--- src/hdl/vm16_pkg.sv ---
/* ISA encodings, address map, widths and bus structs shared by the vm16 core and SoC
   compiled first; other files refer to it by scoped name */
package vm16_pkg;

    localparam int word_w      = 16;
    localparam int reg_sel_w   = 3;
    localparam int num_regs    = 8;
    localparam int instr_depth = 64;
    localparam int tim0_depth  = 64;
    localparam int instr_aw    = $clog2(instr_depth);
    localparam int tim0_aw     = $clog2(tim0_depth);

    // address map
    localparam logic [word_w-1:0] addr_tim0_start = 16'h0000;
    localparam logic [word_w-1:0] addr_tim0_end   = 16'h003F;
    localparam logic [word_w-1:0] addr_gpio       = 16'h00C0;

    // opcode in instr[15:11]
    typedef enum logic [4:0] {
        NOP     = 5'h00,
        LW      = 5'h01,
        SW      = 5'h02,
        BIT     = 5'h03,
        MOV     = 5'h04,
        MOVI    = 5'h05,
        ARITH_U = 5'h07,
        ARITH_S = 5'h08
    } op_t;

    // sub-function in simm5, values overlap between opcodes
    typedef logic [4:0] sub_t;
    localparam sub_t BIT_OR     = 5'h00;
    localparam sub_t BIT_XOR    = 5'h01;
    localparam sub_t BIT_AND    = 5'h02;
    localparam sub_t BIT_NOT    = 5'h03;
    localparam sub_t BIT_LSHFT  = 5'h04;
    localparam sub_t BIT_RSHFT  = 5'h05;
    localparam sub_t ARITH_UADD = 5'h1F;
    localparam sub_t ARITH_USUB = 5'h10;
    localparam sub_t ARITH_SADD = 5'h1F;
    localparam sub_t ARITH_SSUB = 5'h10;

    typedef enum logic [4:0] {
        ALU_NOP, ALU_LW, ALU_SW, ALU_MOV, ALU_MOVI,
        ALU_OR, ALU_XOR, ALU_AND, ALU_NOT, ALU_LSHFT, ALU_RSHFT,
        ALU_UADD, ALU_USUB, ALU_SADD, ALU_SSUB, ALU_BAD
    } alu_op_t;

    typedef struct packed {
        logic [reg_sel_w-1:0] rd;
        logic [reg_sel_w-1:0] ra;
        logic [7:0]           imm8;
        logic [4:0]           simm5;
        alu_op_t              alu_op;
        logic                 has_imm8;
        logic                 has_we;
        logic                 has_mem;
        logic                 has_mem_we;
    } dec_t;

    typedef struct packed {
        logic [word_w-1:0] addr;
        logic [word_w-1:0] wdata;
        logic              we;
    } mem_req_t;

    typedef struct packed {
        logic [word_w-1:0] paddr;
        logic              pwrite;
        logic              psel;
        logic              penable;
        logic [word_w-1:0] pwdata;
    } apb_req_t;

    typedef struct packed {
        logic [word_w-1:0] prdata;
        logic              pready;
    } apb_rsp_t;

    typedef enum logic [2:0] {IF, R1, R2, ME, WB} core_state_t;

endpackage

--- src/hdl/vm16_bram.sv ---
/* synchronous single-port block RAM, one word per address
   serves as instruction memory and as the TIM0 scratch RAM */
`timescale 1ns/1ps

module vm16_bram #(
    parameter int depth = 64
) (
    input  logic                          clk,
    input  logic [$clog2(depth)-1:0]      addr,
    input  logic [vm16_pkg::word_w-1:0]   wdata,
    input  logic                          we,
    output logic [vm16_pkg::word_w-1:0]   rdata
);

    logic [vm16_pkg::word_w-1:0] mem [depth];

    initial begin
        for (int i = 0; i < depth; i++) begin
            mem[i] = '0;
        end
    end

    // write has priority, read port holds during a write
    always_ff @(posedge clk) begin
        if (we) begin
            mem[addr] <= wdata;
        end else begin
            rdata <= mem[addr];
        end
    end

endmodule

--- src/hdl/vm16_decoder.sv ---
/* combinational instruction decoder
   splits the word into fields and picks the ALU op and control flags */
`timescale 1ns/1ps

module vm16_decoder (
    input  logic [vm16_pkg::word_w-1:0] instr,
    output vm16_pkg::dec_t              dec
);

    always_comb begin
        dec        = '0;
        dec.rd     = instr[10:8];
        dec.ra     = instr[7:5];
        dec.imm8   = instr[7:0];
        dec.simm5  = instr[4:0];
        dec.alu_op = vm16_pkg::ALU_NOP;

        case (instr[15:11])
            vm16_pkg::LW: begin
                dec.alu_op  = vm16_pkg::ALU_LW;
                dec.has_we  = 1'b1;
                dec.has_mem = 1'b1;
            end
            vm16_pkg::SW: begin
                dec.alu_op     = vm16_pkg::ALU_SW;
                dec.has_mem    = 1'b1;
                dec.has_mem_we = 1'b1;
            end
            vm16_pkg::MOV: begin
                dec.alu_op = vm16_pkg::ALU_MOV;
                dec.has_we = 1'b1;
            end
            vm16_pkg::MOVI: begin
                dec.alu_op   = vm16_pkg::ALU_MOVI;
                dec.has_we   = 1'b1;
                dec.has_imm8 = 1'b1;
            end
            vm16_pkg::BIT: begin
                dec.has_we = 1'b1;
                case (instr[4:0])
                    vm16_pkg::BIT_OR:    dec.alu_op = vm16_pkg::ALU_OR;
                    vm16_pkg::BIT_XOR:   dec.alu_op = vm16_pkg::ALU_XOR;
                    vm16_pkg::BIT_AND:   dec.alu_op = vm16_pkg::ALU_AND;
                    vm16_pkg::BIT_NOT:   dec.alu_op = vm16_pkg::ALU_NOT;
                    vm16_pkg::BIT_LSHFT: dec.alu_op = vm16_pkg::ALU_LSHFT;
                    vm16_pkg::BIT_RSHFT: dec.alu_op = vm16_pkg::ALU_RSHFT;
                    default:             dec.alu_op = vm16_pkg::ALU_BAD;
                endcase
            end
            vm16_pkg::ARITH_U: begin
                dec.has_we = 1'b1;
                case (instr[4:0])
                    vm16_pkg::ARITH_UADD: dec.alu_op = vm16_pkg::ALU_UADD;
                    vm16_pkg::ARITH_USUB: dec.alu_op = vm16_pkg::ALU_USUB;
                    default:              dec.alu_op = vm16_pkg::ALU_BAD;
                endcase
            end
            vm16_pkg::ARITH_S: begin
                dec.has_we = 1'b1;
                case (instr[4:0])
                    vm16_pkg::ARITH_SADD: dec.alu_op = vm16_pkg::ALU_SADD;
                    vm16_pkg::ARITH_SSUB: dec.alu_op = vm16_pkg::ALU_SSUB;
                    default:              dec.alu_op = vm16_pkg::ALU_BAD;
                endcase
            end
            // NOP and unknown opcodes do nothing
            default: dec.alu_op = vm16_pkg::ALU_NOP;
        endcase
    end

endmodule

--- src/hdl/vm16_alu.sv ---
/* combinational ALU, a is the rd operand and b the ra or immediate operand */
`timescale 1ns/1ps

module vm16_alu (
    input  vm16_pkg::alu_op_t           op,
    input  logic [vm16_pkg::word_w-1:0] a,
    input  logic [vm16_pkg::word_w-1:0] b,
    output logic [vm16_pkg::word_w-1:0] c
);

    always_comb begin
        case (op)
            // moves and memory ops pass the second operand
            vm16_pkg::ALU_LW,
            vm16_pkg::ALU_SW,
            vm16_pkg::ALU_MOV,
            vm16_pkg::ALU_MOVI:  c = b;
            vm16_pkg::ALU_OR:    c = a | b;
            vm16_pkg::ALU_XOR:   c = a ^ b;
            vm16_pkg::ALU_AND:   c = a & b;
            vm16_pkg::ALU_NOT:   c = ~b;
            // shift amounts of 16 and up clear the result
            vm16_pkg::ALU_LSHFT: c = a << b;
            vm16_pkg::ALU_RSHFT: c = a >> b;
            vm16_pkg::ALU_UADD:  c = a + b;
            vm16_pkg::ALU_USUB:  c = a - b;
            vm16_pkg::ALU_SADD:  c = $signed(a) + $signed(b);
            vm16_pkg::ALU_SSUB:  c = $signed(a) - $signed(b);
            default:             c = '0;
        endcase
    end

endmodule

--- src/hdl/vm16_regfile.sv ---
/* eight-entry register file, one combinational read port and one write port
   each register comes out of reset holding its own index */
`timescale 1ns/1ps

module vm16_regfile (
    input  logic                           clk,
    input  logic                           reset,
    input  logic [vm16_pkg::reg_sel_w-1:0] rs,
    output logic [vm16_pkg::word_w-1:0]    rd,
    input  logic                           we,
    input  logic [vm16_pkg::reg_sel_w-1:0] ws,
    input  logic [vm16_pkg::word_w-1:0]    wd
);

    logic [vm16_pkg::word_w-1:0] regs [vm16_pkg::num_regs];

    always_ff @(posedge clk) begin
        if (reset) begin
            for (int i = 0; i < vm16_pkg::num_regs; i++) begin
                regs[i] <= i[vm16_pkg::word_w-1:0];
            end
        end else if (we) begin
            regs[ws] <= wd;
        end
    end

    assign rd = regs[rs];

endmodule

--- src/hdl/vm16_mmu.sv ---
/* memory unit behind the core, TIM0 for the low addresses, APB master otherwise
   takes a one-cycle req and answers with a one-cycle done and rdata */
`timescale 1ns/1ps

module vm16_mmu (
    input  logic                        clk,
    input  logic                        reset,
    input  logic                        req,
    input  vm16_pkg::mem_req_t          mreq,
    output logic                        done,
    output logic [vm16_pkg::word_w-1:0] rdata,
    output vm16_pkg::apb_req_t          apb_m,
    input  vm16_pkg::apb_rsp_t          apb_s
);

    typedef enum logic [1:0] {APB_IDLE, APB_SETUP, APB_ACCESS} apb_state_t;

    apb_state_t                  state;
    logic                        in_tim0;
    logic [vm16_pkg::word_w-1:0] tim0_rdata;
    logic [vm16_pkg::word_w-1:0] apb_rdata;

    // address held stable by the core for the whole access
    assign in_tim0 = (mreq.addr >= vm16_pkg::addr_tim0_start)
                  && (mreq.addr <= vm16_pkg::addr_tim0_end);

    vm16_bram #(
        .depth (vm16_pkg::tim0_depth)
    ) tim0 (
        .clk   (clk),
        .addr  (mreq.addr[vm16_pkg::tim0_aw-1:0]),
        .wdata (mreq.wdata),
        .we    (req && in_tim0 && mreq.we),
        .rdata (tim0_rdata)
    );

    always_ff @(posedge clk) begin
        // transfer payload, latched at request time
        if (req) begin
            apb_m.paddr  <= mreq.addr;
            apb_m.pwrite <= mreq.we;
            apb_m.pwdata <= mreq.wdata;
        end
        if (state == APB_ACCESS && apb_s.pready) begin
            apb_rdata <= apb_s.prdata;
        end

        if (reset) begin
            state         <= APB_IDLE;
            apb_m.psel    <= 1'b0;
            apb_m.penable <= 1'b0;
            done          <= 1'b0;
        end else begin
            done <= 1'b0;
            case (state)
                APB_IDLE: begin
                    if (req && in_tim0) begin
                        done <= 1'b1;
                    end else if (req) begin
                        apb_m.psel <= 1'b1;
                        state      <= APB_SETUP;
                    end
                end
                APB_SETUP: begin
                    apb_m.penable <= 1'b1;
                    state         <= APB_ACCESS;
                end
                APB_ACCESS: begin
                    // slave finished, drop the bus next cycle
                    if (apb_s.pready) begin
                        apb_m.psel    <= 1'b0;
                        apb_m.penable <= 1'b0;
                        done          <= 1'b1;
                        state         <= APB_IDLE;
                    end
                end
                default: state <= APB_IDLE;
            endcase
        end
    end

    assign rdata = in_tim0 ? tim0_rdata : apb_rdata;

    // core keeps one request outstanding at a time
    a_one_outstanding: assert property (
        @(posedge clk) disable iff (reset) req |-> (state == APB_IDLE && !done)
    );

endmodule

--- src/hdl/vm16_apb_fabric.sv ---
/* APB address decoder and read mux between the MMU master and its slaves
   GPIO sits at addr_gpio, every other address reads as zero */
`timescale 1ns/1ps

module vm16_apb_fabric (
    input  vm16_pkg::apb_req_t m_req,
    output vm16_pkg::apb_rsp_t m_rsp,
    output vm16_pkg::apb_req_t gpio_req,
    input  vm16_pkg::apb_rsp_t gpio_rsp
);

    logic gpio_hit;

    assign gpio_hit = (m_req.paddr == vm16_pkg::addr_gpio);

    always_comb begin
        gpio_req      = m_req;
        gpio_req.psel = m_req.psel && gpio_hit;

        if (gpio_hit) begin
            m_rsp = gpio_rsp;
        end else begin
            // unmapped, finish on the first access cycle
            m_rsp.prdata = '0;
            m_rsp.pready = m_req.psel && m_req.penable;
        end
    end

    // no slave may complete outside the access phase
    always_comb begin
        a_ready_in_access: assert final (!m_rsp.pready || (m_req.psel && m_req.penable));
    end

endmodule

--- src/hdl/vm16_gpio.sv ---
/* APB slave holding the 16-bit GPIO output register
   gpio_write pulses for one cycle after each write, with gpio already updated */
`timescale 1ns/1ps

module vm16_gpio (
    input  logic                        clk,
    input  logic                        reset,
    input  vm16_pkg::apb_req_t          s_req,
    output vm16_pkg::apb_rsp_t          s_rsp,
    output logic [vm16_pkg::word_w-1:0] gpio,
    output logic                        gpio_write
);

    logic access;

    assign access = s_req.psel && s_req.penable;

    always_ff @(posedge clk) begin
        if (reset) begin
            gpio       <= '0;
            gpio_write <= 1'b0;
        end else begin
            gpio_write <= access && s_req.pwrite;
            if (access && s_req.pwrite) begin
                gpio <= s_req.pwdata;
            end
        end
    end

    // zero wait states
    assign s_rsp.pready = access;
    assign s_rsp.prdata = (access && !s_req.pwrite) ? gpio : '0;

endmodule

--- src/hdl/vm16_core.sv ---
/* multicycle vm16 core, IF R1 R2 (ME) WB per instruction
   instruction RAM is loaded through the program port while run is low */
`timescale 1ns/1ps

module vm16_core (
    input  logic                          clk,
    input  logic                          reset,
    input  logic                          run,
    input  logic                          prog_we,
    input  logic [vm16_pkg::instr_aw-1:0] prog_addr,
    input  logic [vm16_pkg::word_w-1:0]   prog_data,
    output vm16_pkg::apb_req_t            apb_m,
    input  vm16_pkg::apb_rsp_t            apb_s
);

    vm16_pkg::core_state_t           state;
    logic [vm16_pkg::instr_aw-1:0]   pc;
    logic [vm16_pkg::word_w-1:0]     iram_rdata;
    logic [vm16_pkg::word_w-1:0]     instr;
    vm16_pkg::dec_t                  dec;
    logic [vm16_pkg::reg_sel_w-1:0]  rs;
    logic [vm16_pkg::word_w-1:0]     rs_val;
    logic [vm16_pkg::word_w-1:0]     op_a;
    logic [vm16_pkg::word_w-1:0]     op_b;
    logic [vm16_pkg::word_w-1:0]     alu_c;
    logic                            req;
    vm16_pkg::mem_req_t              mreq;
    logic                            done;
    logic [vm16_pkg::word_w-1:0]     mem_rdata;
    logic [vm16_pkg::word_w-1:0]     mem_data;

    // program port owns the RAM while idle
    vm16_bram #(
        .depth (vm16_pkg::instr_depth)
    ) u_iram (
        .clk   (clk),
        .addr  (run ? pc : prog_addr),
        .wdata (prog_data),
        .we    (prog_we && !run),
        .rdata (iram_rdata)
    );

    vm16_decoder u_dec (
        .instr (instr),
        .dec   (dec)
    );

    // in R1 the fetched word is still on the RAM output, rd is bits 10:8
    assign rs = (state == vm16_pkg::R1) ? iram_rdata[10:8] : dec.ra;

    vm16_regfile u_regs (
        .clk   (clk),
        .reset (reset),
        .rs    (rs),
        .rd    (rs_val),
        .we    (dec.has_we && state == vm16_pkg::WB),
        .ws    (dec.rd),
        .wd    (dec.has_mem ? mem_data : alu_c)
    );

    vm16_alu u_alu (
        .op (dec.alu_op),
        .a  (op_a),
        .b  (op_b),
        .c  (alu_c)
    );

    assign mreq.addr  = alu_c + {{(vm16_pkg::word_w-5){1'b0}}, dec.simm5};
    assign mreq.wdata = op_a;
    assign mreq.we    = dec.has_mem_we;

    vm16_mmu u_mmu (
        .clk   (clk),
        .reset (reset),
        .req   (req),
        .mreq  (mreq),
        .done  (done),
        .rdata (mem_rdata),
        .apb_m (apb_m),
        .apb_s (apb_s)
    );

    always_ff @(posedge clk) begin
        if (reset) begin
            state <= vm16_pkg::IF;
            pc    <= '0;
            req   <= 1'b0;
        end else begin
            req <= 1'b0;
            case (state)
                vm16_pkg::IF: begin
                    if (run) begin
                        state <= vm16_pkg::R1;
                        // last word repeats forever
                        if (pc != vm16_pkg::instr_aw'(vm16_pkg::instr_depth - 1)) begin
                            pc <= pc + 1'b1;
                        end
                    end
                end
                vm16_pkg::R1: state <= vm16_pkg::R2;
                vm16_pkg::R2: begin
                    if (dec.has_mem) begin
                        state <= vm16_pkg::ME;
                        req   <= 1'b1;
                    end else begin
                        state <= vm16_pkg::WB;
                    end
                end
                vm16_pkg::ME: begin
                    if (done) begin
                        state <= vm16_pkg::WB;
                    end
                end
                default: state <= vm16_pkg::IF;
            endcase
        end
    end

    // operands and load data
    always_ff @(posedge clk) begin
        if (state == vm16_pkg::R1) begin
            instr <= iram_rdata;
            op_a  <= rs_val;
        end
        if (state == vm16_pkg::R2) begin
            op_b <= dec.has_imm8 ? {{(vm16_pkg::word_w-8){1'b0}}, dec.imm8} : rs_val;
        end
        if (state == vm16_pkg::ME && done) begin
            mem_data <= mem_rdata;
        end
    end

    a_state_legal: assert property (
        @(posedge clk) disable iff (reset)
        state inside {vm16_pkg::IF, vm16_pkg::R1, vm16_pkg::R2, vm16_pkg::ME, vm16_pkg::WB}
    );

endmodule

--- src/hdl/vm16_soc.sv ---
/* top level, one vm16 core on an APB fabric with the GPIO peripheral
   load the program with run low, then raise run */
`timescale 1ns/1ps

module vm16_soc (
    input  logic                          clk,
    input  logic                          reset,
    input  logic                          run,
    input  logic                          prog_we,
    input  logic [vm16_pkg::instr_aw-1:0] prog_addr,
    input  logic [vm16_pkg::word_w-1:0]   prog_data,
    output logic [vm16_pkg::word_w-1:0]   gpio,
    output logic                          gpio_write
);

    vm16_pkg::apb_req_t m_req;
    vm16_pkg::apb_rsp_t m_rsp;
    vm16_pkg::apb_req_t gpio_req;
    vm16_pkg::apb_rsp_t gpio_rsp;

    vm16_core u_core (
        .clk       (clk),
        .reset     (reset),
        .run       (run),
        .prog_we   (prog_we),
        .prog_addr (prog_addr),
        .prog_data (prog_data),
        .apb_m     (m_req),
        .apb_s     (m_rsp)
    );

    vm16_apb_fabric u_fabric (
        .m_req    (m_req),
        .m_rsp    (m_rsp),
        .gpio_req (gpio_req),
        .gpio_rsp (gpio_rsp)
    );

    vm16_gpio u_gpio (
        .clk        (clk),
        .reset      (reset),
        .s_req      (gpio_req),
        .s_rsp      (gpio_rsp),
        .gpio       (gpio),
        .gpio_write (gpio_write)
    );

endmodule

--- config.mk ---
export PLATFORM = sky130hd
export DESIGN_NAME = vm16_soc
export DESIGN_NICKNAME = d
export VERILOG_FILES = /design/src/hdl/vm16_pkg.sv /design/src/hdl/vm16_bram.sv /design/src/hdl/vm16_decoder.sv /design/src/hdl/vm16_alu.sv /design/src/hdl/vm16_regfile.sv /design/src/hdl/vm16_mmu.sv /design/src/hdl/vm16_apb_fabric.sv /design/src/hdl/vm16_gpio.sv /design/src/hdl/vm16_core.sv /design/src/hdl/vm16_soc.sv
export SDC_FILE = /design/constraint.sdc
export NUM_CORES = 2
export LEC_CHECK = 0
export ABC_AREA = 1
export ABC_CLOCK_PERIOD_IN_PS = 9700
export BUFFER_PORTS_ARGS = -buffer_cell sky130_fd_sc_hd__buf_2
export CAP_MARGIN = 25
export CORE_MARGIN = 1.5
export CORE_UTILIZATION = 25
export CTS_BUF_LIST = sky130_fd_sc_hd__clkbuf_2 sky130_fd_sc_hd__clkbuf_4 sky130_fd_sc_hd__clkbuf_8
export CTS_CLUSTER_DIAMETER = 40
export CTS_CLUSTER_SIZE = 24
export DETAILED_ROUTE_END_ITERATION = 6
export PLACE_DENSITY = 0.5
export SLEW_MARGIN = 20
export SYNTH_ARGS = -nofsm -noshare
export SYNTH_HDL_FRONTEND = slang
export SYNTH_SLANG_ARGS = --single-unit
--- constraint.sdc ---
create_clock -name clk -period 9.7 [get_ports clk]
set_input_delay 0.485 -clock clk [delete_from_list [all_inputs] [get_ports clk]]
set_output_delay 0.485 -clock clk [all_outputs]
set_load 0.1 [all_outputs]
==> flow_summary.json <==
{
  "cellPowerDensity_nw_per_um2": 249.8,
  "use_met1_pct": 20.25,
  "die-area_um2": 373100,
  "stdcell_count": 11640,
  "nets": 6685,
  "ys_top_cells_by_area": "edfxtp_1 (75%), a22oi_1 (5.5%), nand2_1 (3.7%)",
  "hold_viol_final": 0,
  "slowest_delay_ns": 0.81,
  "drt_iter0_drc": 6449,
  "start_kind": "register",
  "cts_buffers": 249,
  "synth_edf_count": 2321,
  "slew_viol_final": 0,
  "yosys.area.top_type": "edfxtp_1",
  "grt_util_met3_pct": 1.962,
  "area_growth_pct": 14.52,
  "post-place-ws_ns": 1.695,
  "syn_inst": 6343,
  "wl_per_cell_um": 24.62,
  "yosysSeqAreaShare_pct": 76.15,
  "cts_root_buf": "clkbuf_8",
  "crit_required_ns": 10.28,
  "worst_slew_pin_slew_ns": 1.055,
  "clk_pin_slew_ns": 0.10,
  "vias": 57270,
  "hold_path.class": "input pin to register",
  "syn_avg_cell_area_um2": 14.56,
  "overflow": 0,
  "finalSetupTns_ns": 0,
  "period_minus_slack_ns": 8.162,
  "path_common_cell": "nand2_1",
  "io_buffers": 42,
  "cts_sinks": 2353,
  "synth_seq_cells": 2353,
  "worstSetupPathType": "register to register",
  "grt_pass1_wl_mm": 408.8,
  "hold_ws_ns": 0.08732,
  "clock_skew_ns": 0.1385,
  "drt_wl_total_mm": 286.5,
  "cp.arrival_ns": 8.74,
  "gr-max-usage-layer": "met2",
  "ys_top_cells_by_count": "edfxtp_1 (2,321), nand2_1 (902), a22oi_1 (682), nor2_1 (510), clkbuf_1 (229)",
  "outcome": "finished, final reports clean",
  "fin_crit_sh_pct": 84.15,
  "setup_viol": 0,
  "worst_slack_ns": 1.538,
  "path_max_fanout": 29,
  "relSlewSlack_pct": 29.64,
  "antenna_found_initial": 8,
  "num_rows": 223,
  "fp.dieW_um": 610.8,
  "globalplace.congestion": 0.8906,
  "power_leakage_nw": 33.86,
  "grt_pass1_vias": 55770,
  "use_met2_pct": 24.52,
  "core-area_um2": 368300,
  "drtPass1Iterations": 6,
  "dp.cells": 11170,
  "cts_tree": "yes",
  "grt_max_degree": 83,
  "synth-main-ff-cell": "edfxtp_1",
  "io-pin-count": 43,
  "drc": 0,
  "grt_usage_pct": 14.80,
  "maxCapViolCount": 0,
  "ant_nets": 0,
  "endpoint_kind": "register",
  "clock_latency_ns": 1.04,
  "clock_path_buffers": 4,
  "drive_gt1_share_pct": 13.24,
  "rsz0062_at_grt": "false",
  "async_flop_share_pct": 0,
  "syn-num-nets": 6440,
  "vdd_ir_drop_max_mv": 0.2345,
  "synth.distinct_cells": 63,
  "synth_top_area_share_pct": 75.46,
  "vias_per_cell": 4.922,
  "netlist_area_um2": 92370,
  "cp_slowest_cell": "nor2_2",
  "synth_warnings": 0,
  "postCtsSetupBuffers": 0,
  "synthMostInstantiatedCell": "edfxtp_1",
  "htree_num_levels": 4,
  "fmax_ghz": 0.1225,
  "fp.dieH_um": 610.8,
  "hpwl_mm": 171.5,
  "initial_core_util_pct": 25.08
}
final timing paths:
| check | endpoint | cells after the start | from | slack, ns |
|---|---|---|---|---|
| worst max-delay path | u_core.u_mmu.tim0.mem[47][6] | 31 | u_core.instr[3] | 1.54 |
| worst min-delay path | u_core.u_iram.mem[60][10] | 2 | prog_data[10] | 0.09 |
| worst min register to register | u_core.instr[7] | 0 | u_core.u_iram.rdata[7] | 0.43 |
| worst max register to register | u_core.u_mmu.tim0.mem[47][6] | 31 | u_core.instr[3] | 1.54 |
kinds of logic (layout without fill, tap and decap cells):
| group | count (synthesis) | count (layout) | synth area share, % |
|---|---|---|---|
| buffers and inverters | 544 | 998 | 2.296 |
| adders and majority gates | 71 | 71 | 0.9862 |
| other | 0 | 3 | 0 |
| xor gates and xnor gates | 32 | 32 | 0.3034 |
| muxes | 5 | 5 | 0.05419 |
| and+or+nand+nor | 1956 | 1956 | 9.409 |
| AOI/OAI and AO/OA | 1382 | 1382 | 10.80 |
| DFF | 2353 | 2353 | 76.15 |
critical path, delay by kind of cell (launching register included):
| family | cells | cell delay, ns |
|---|---|---|
| and+or+nand+nor | 20 | 4.09 |
| AOI/OAI and AO/OA | 6 | 1.98 |
| adders and majority gates | 2 | 0.76 |
| DFF | 1 | 0.49 |
| xor gates and xnor gates | 1 | 0.21 |
| buffers and inverters | 2 | 0.19 |
through the flow:
step,cell area (um2),utilization (%),power [mW]
finish,105800,28.72,26.43
global route,105800,28.72,27.41
CTS,105800,28.72,26.59
detailed placement,99860,27.11,19.18
global placement,99790,27.09,19.15
floorplan,92370,-,15.83
repair_timing:
item / in CTS / in global routing
hold endpoints to repair: 63 / 0
gates resized for setup: 0 / 0
hold buffers: 4 / 0
cell usage in the layout, fill, tap and decap left out, types with 21 or more instances in the layout:
master	count
inv_1	190
a22o_1	125
nand4_1	212
a41oi_1	30
buf_4	247
nor3_2	27
o21ai_0	162
xor2_1	25
nor2_1	490
buf_12	21
clkinv_4	22
a22oi_1	682
buf_2	42
dfxtp_1	31
clkinvlp_4	22
a221oi_1	139
ha_1	68
o22ai_1	25
nand2_1	902
a21oi_1	111
inv_8	37
nand3_1	202
bufinv_16	25
clkinv_1	35
edfxtp_1	2321
nor2_2	37
inv_6	35
a31oi_1	35
clkbuf_8	252
layer usage:
layer / share of wire, % / wire length (um)
met5: 0.019 / 54
met2: 48 / 137100
met4: 2.7 / 7654
met3: 6.3 / 18060
met1: 43 / 123600
layout make-up:
cell class              count  area [um2]
diodes                      3       7.507
fillers                 37060      262500
inverters                 221       832.0
multi-input cells        3446       20120
repair buffers            317        2559
clock inverters           195        2303
flip-flops and latches   2353       70340
clock buffers             265        3566
well taps                4837        6052
registers in the layout, indices dropped and copies added, names as in the netlist:
name / flops
u_core.instr: 16
u_core.req: 1
u_gpio.gpio_write: 1
u_core.u_iram.mem: 1024
u_core.op_a: 16
u_core.u_mmu.state: 2
u_gpio.gpio: 16
u_core.state: 3
u_core.u_mmu.apb_m: 35
u_core.u_mmu.apb_rdata: 16
u_core.u_iram.rdata: 16
u_core.pc: 6
u_core.u_mmu.done: 1
u_core.op_b: 16
u_core.u_regs.regs: 128
u_core.mem_data: 16
u_core.u_mmu.tim0.rdata: 16
u_core.u_mmu.tim0.mem: 1024
report_power, final:
group	internal [mW]	switching [mW]	total (mW)	leakage, nW
sequential	11.7	0.184	11.9	21.4
clock	3.40	4.07	7.47	2.92
combinational	1.80	5.23	7.03	9.56
total	16.9	9.48	26.4	33.9
Note: power is estimated with default switching activity, not from simulation.
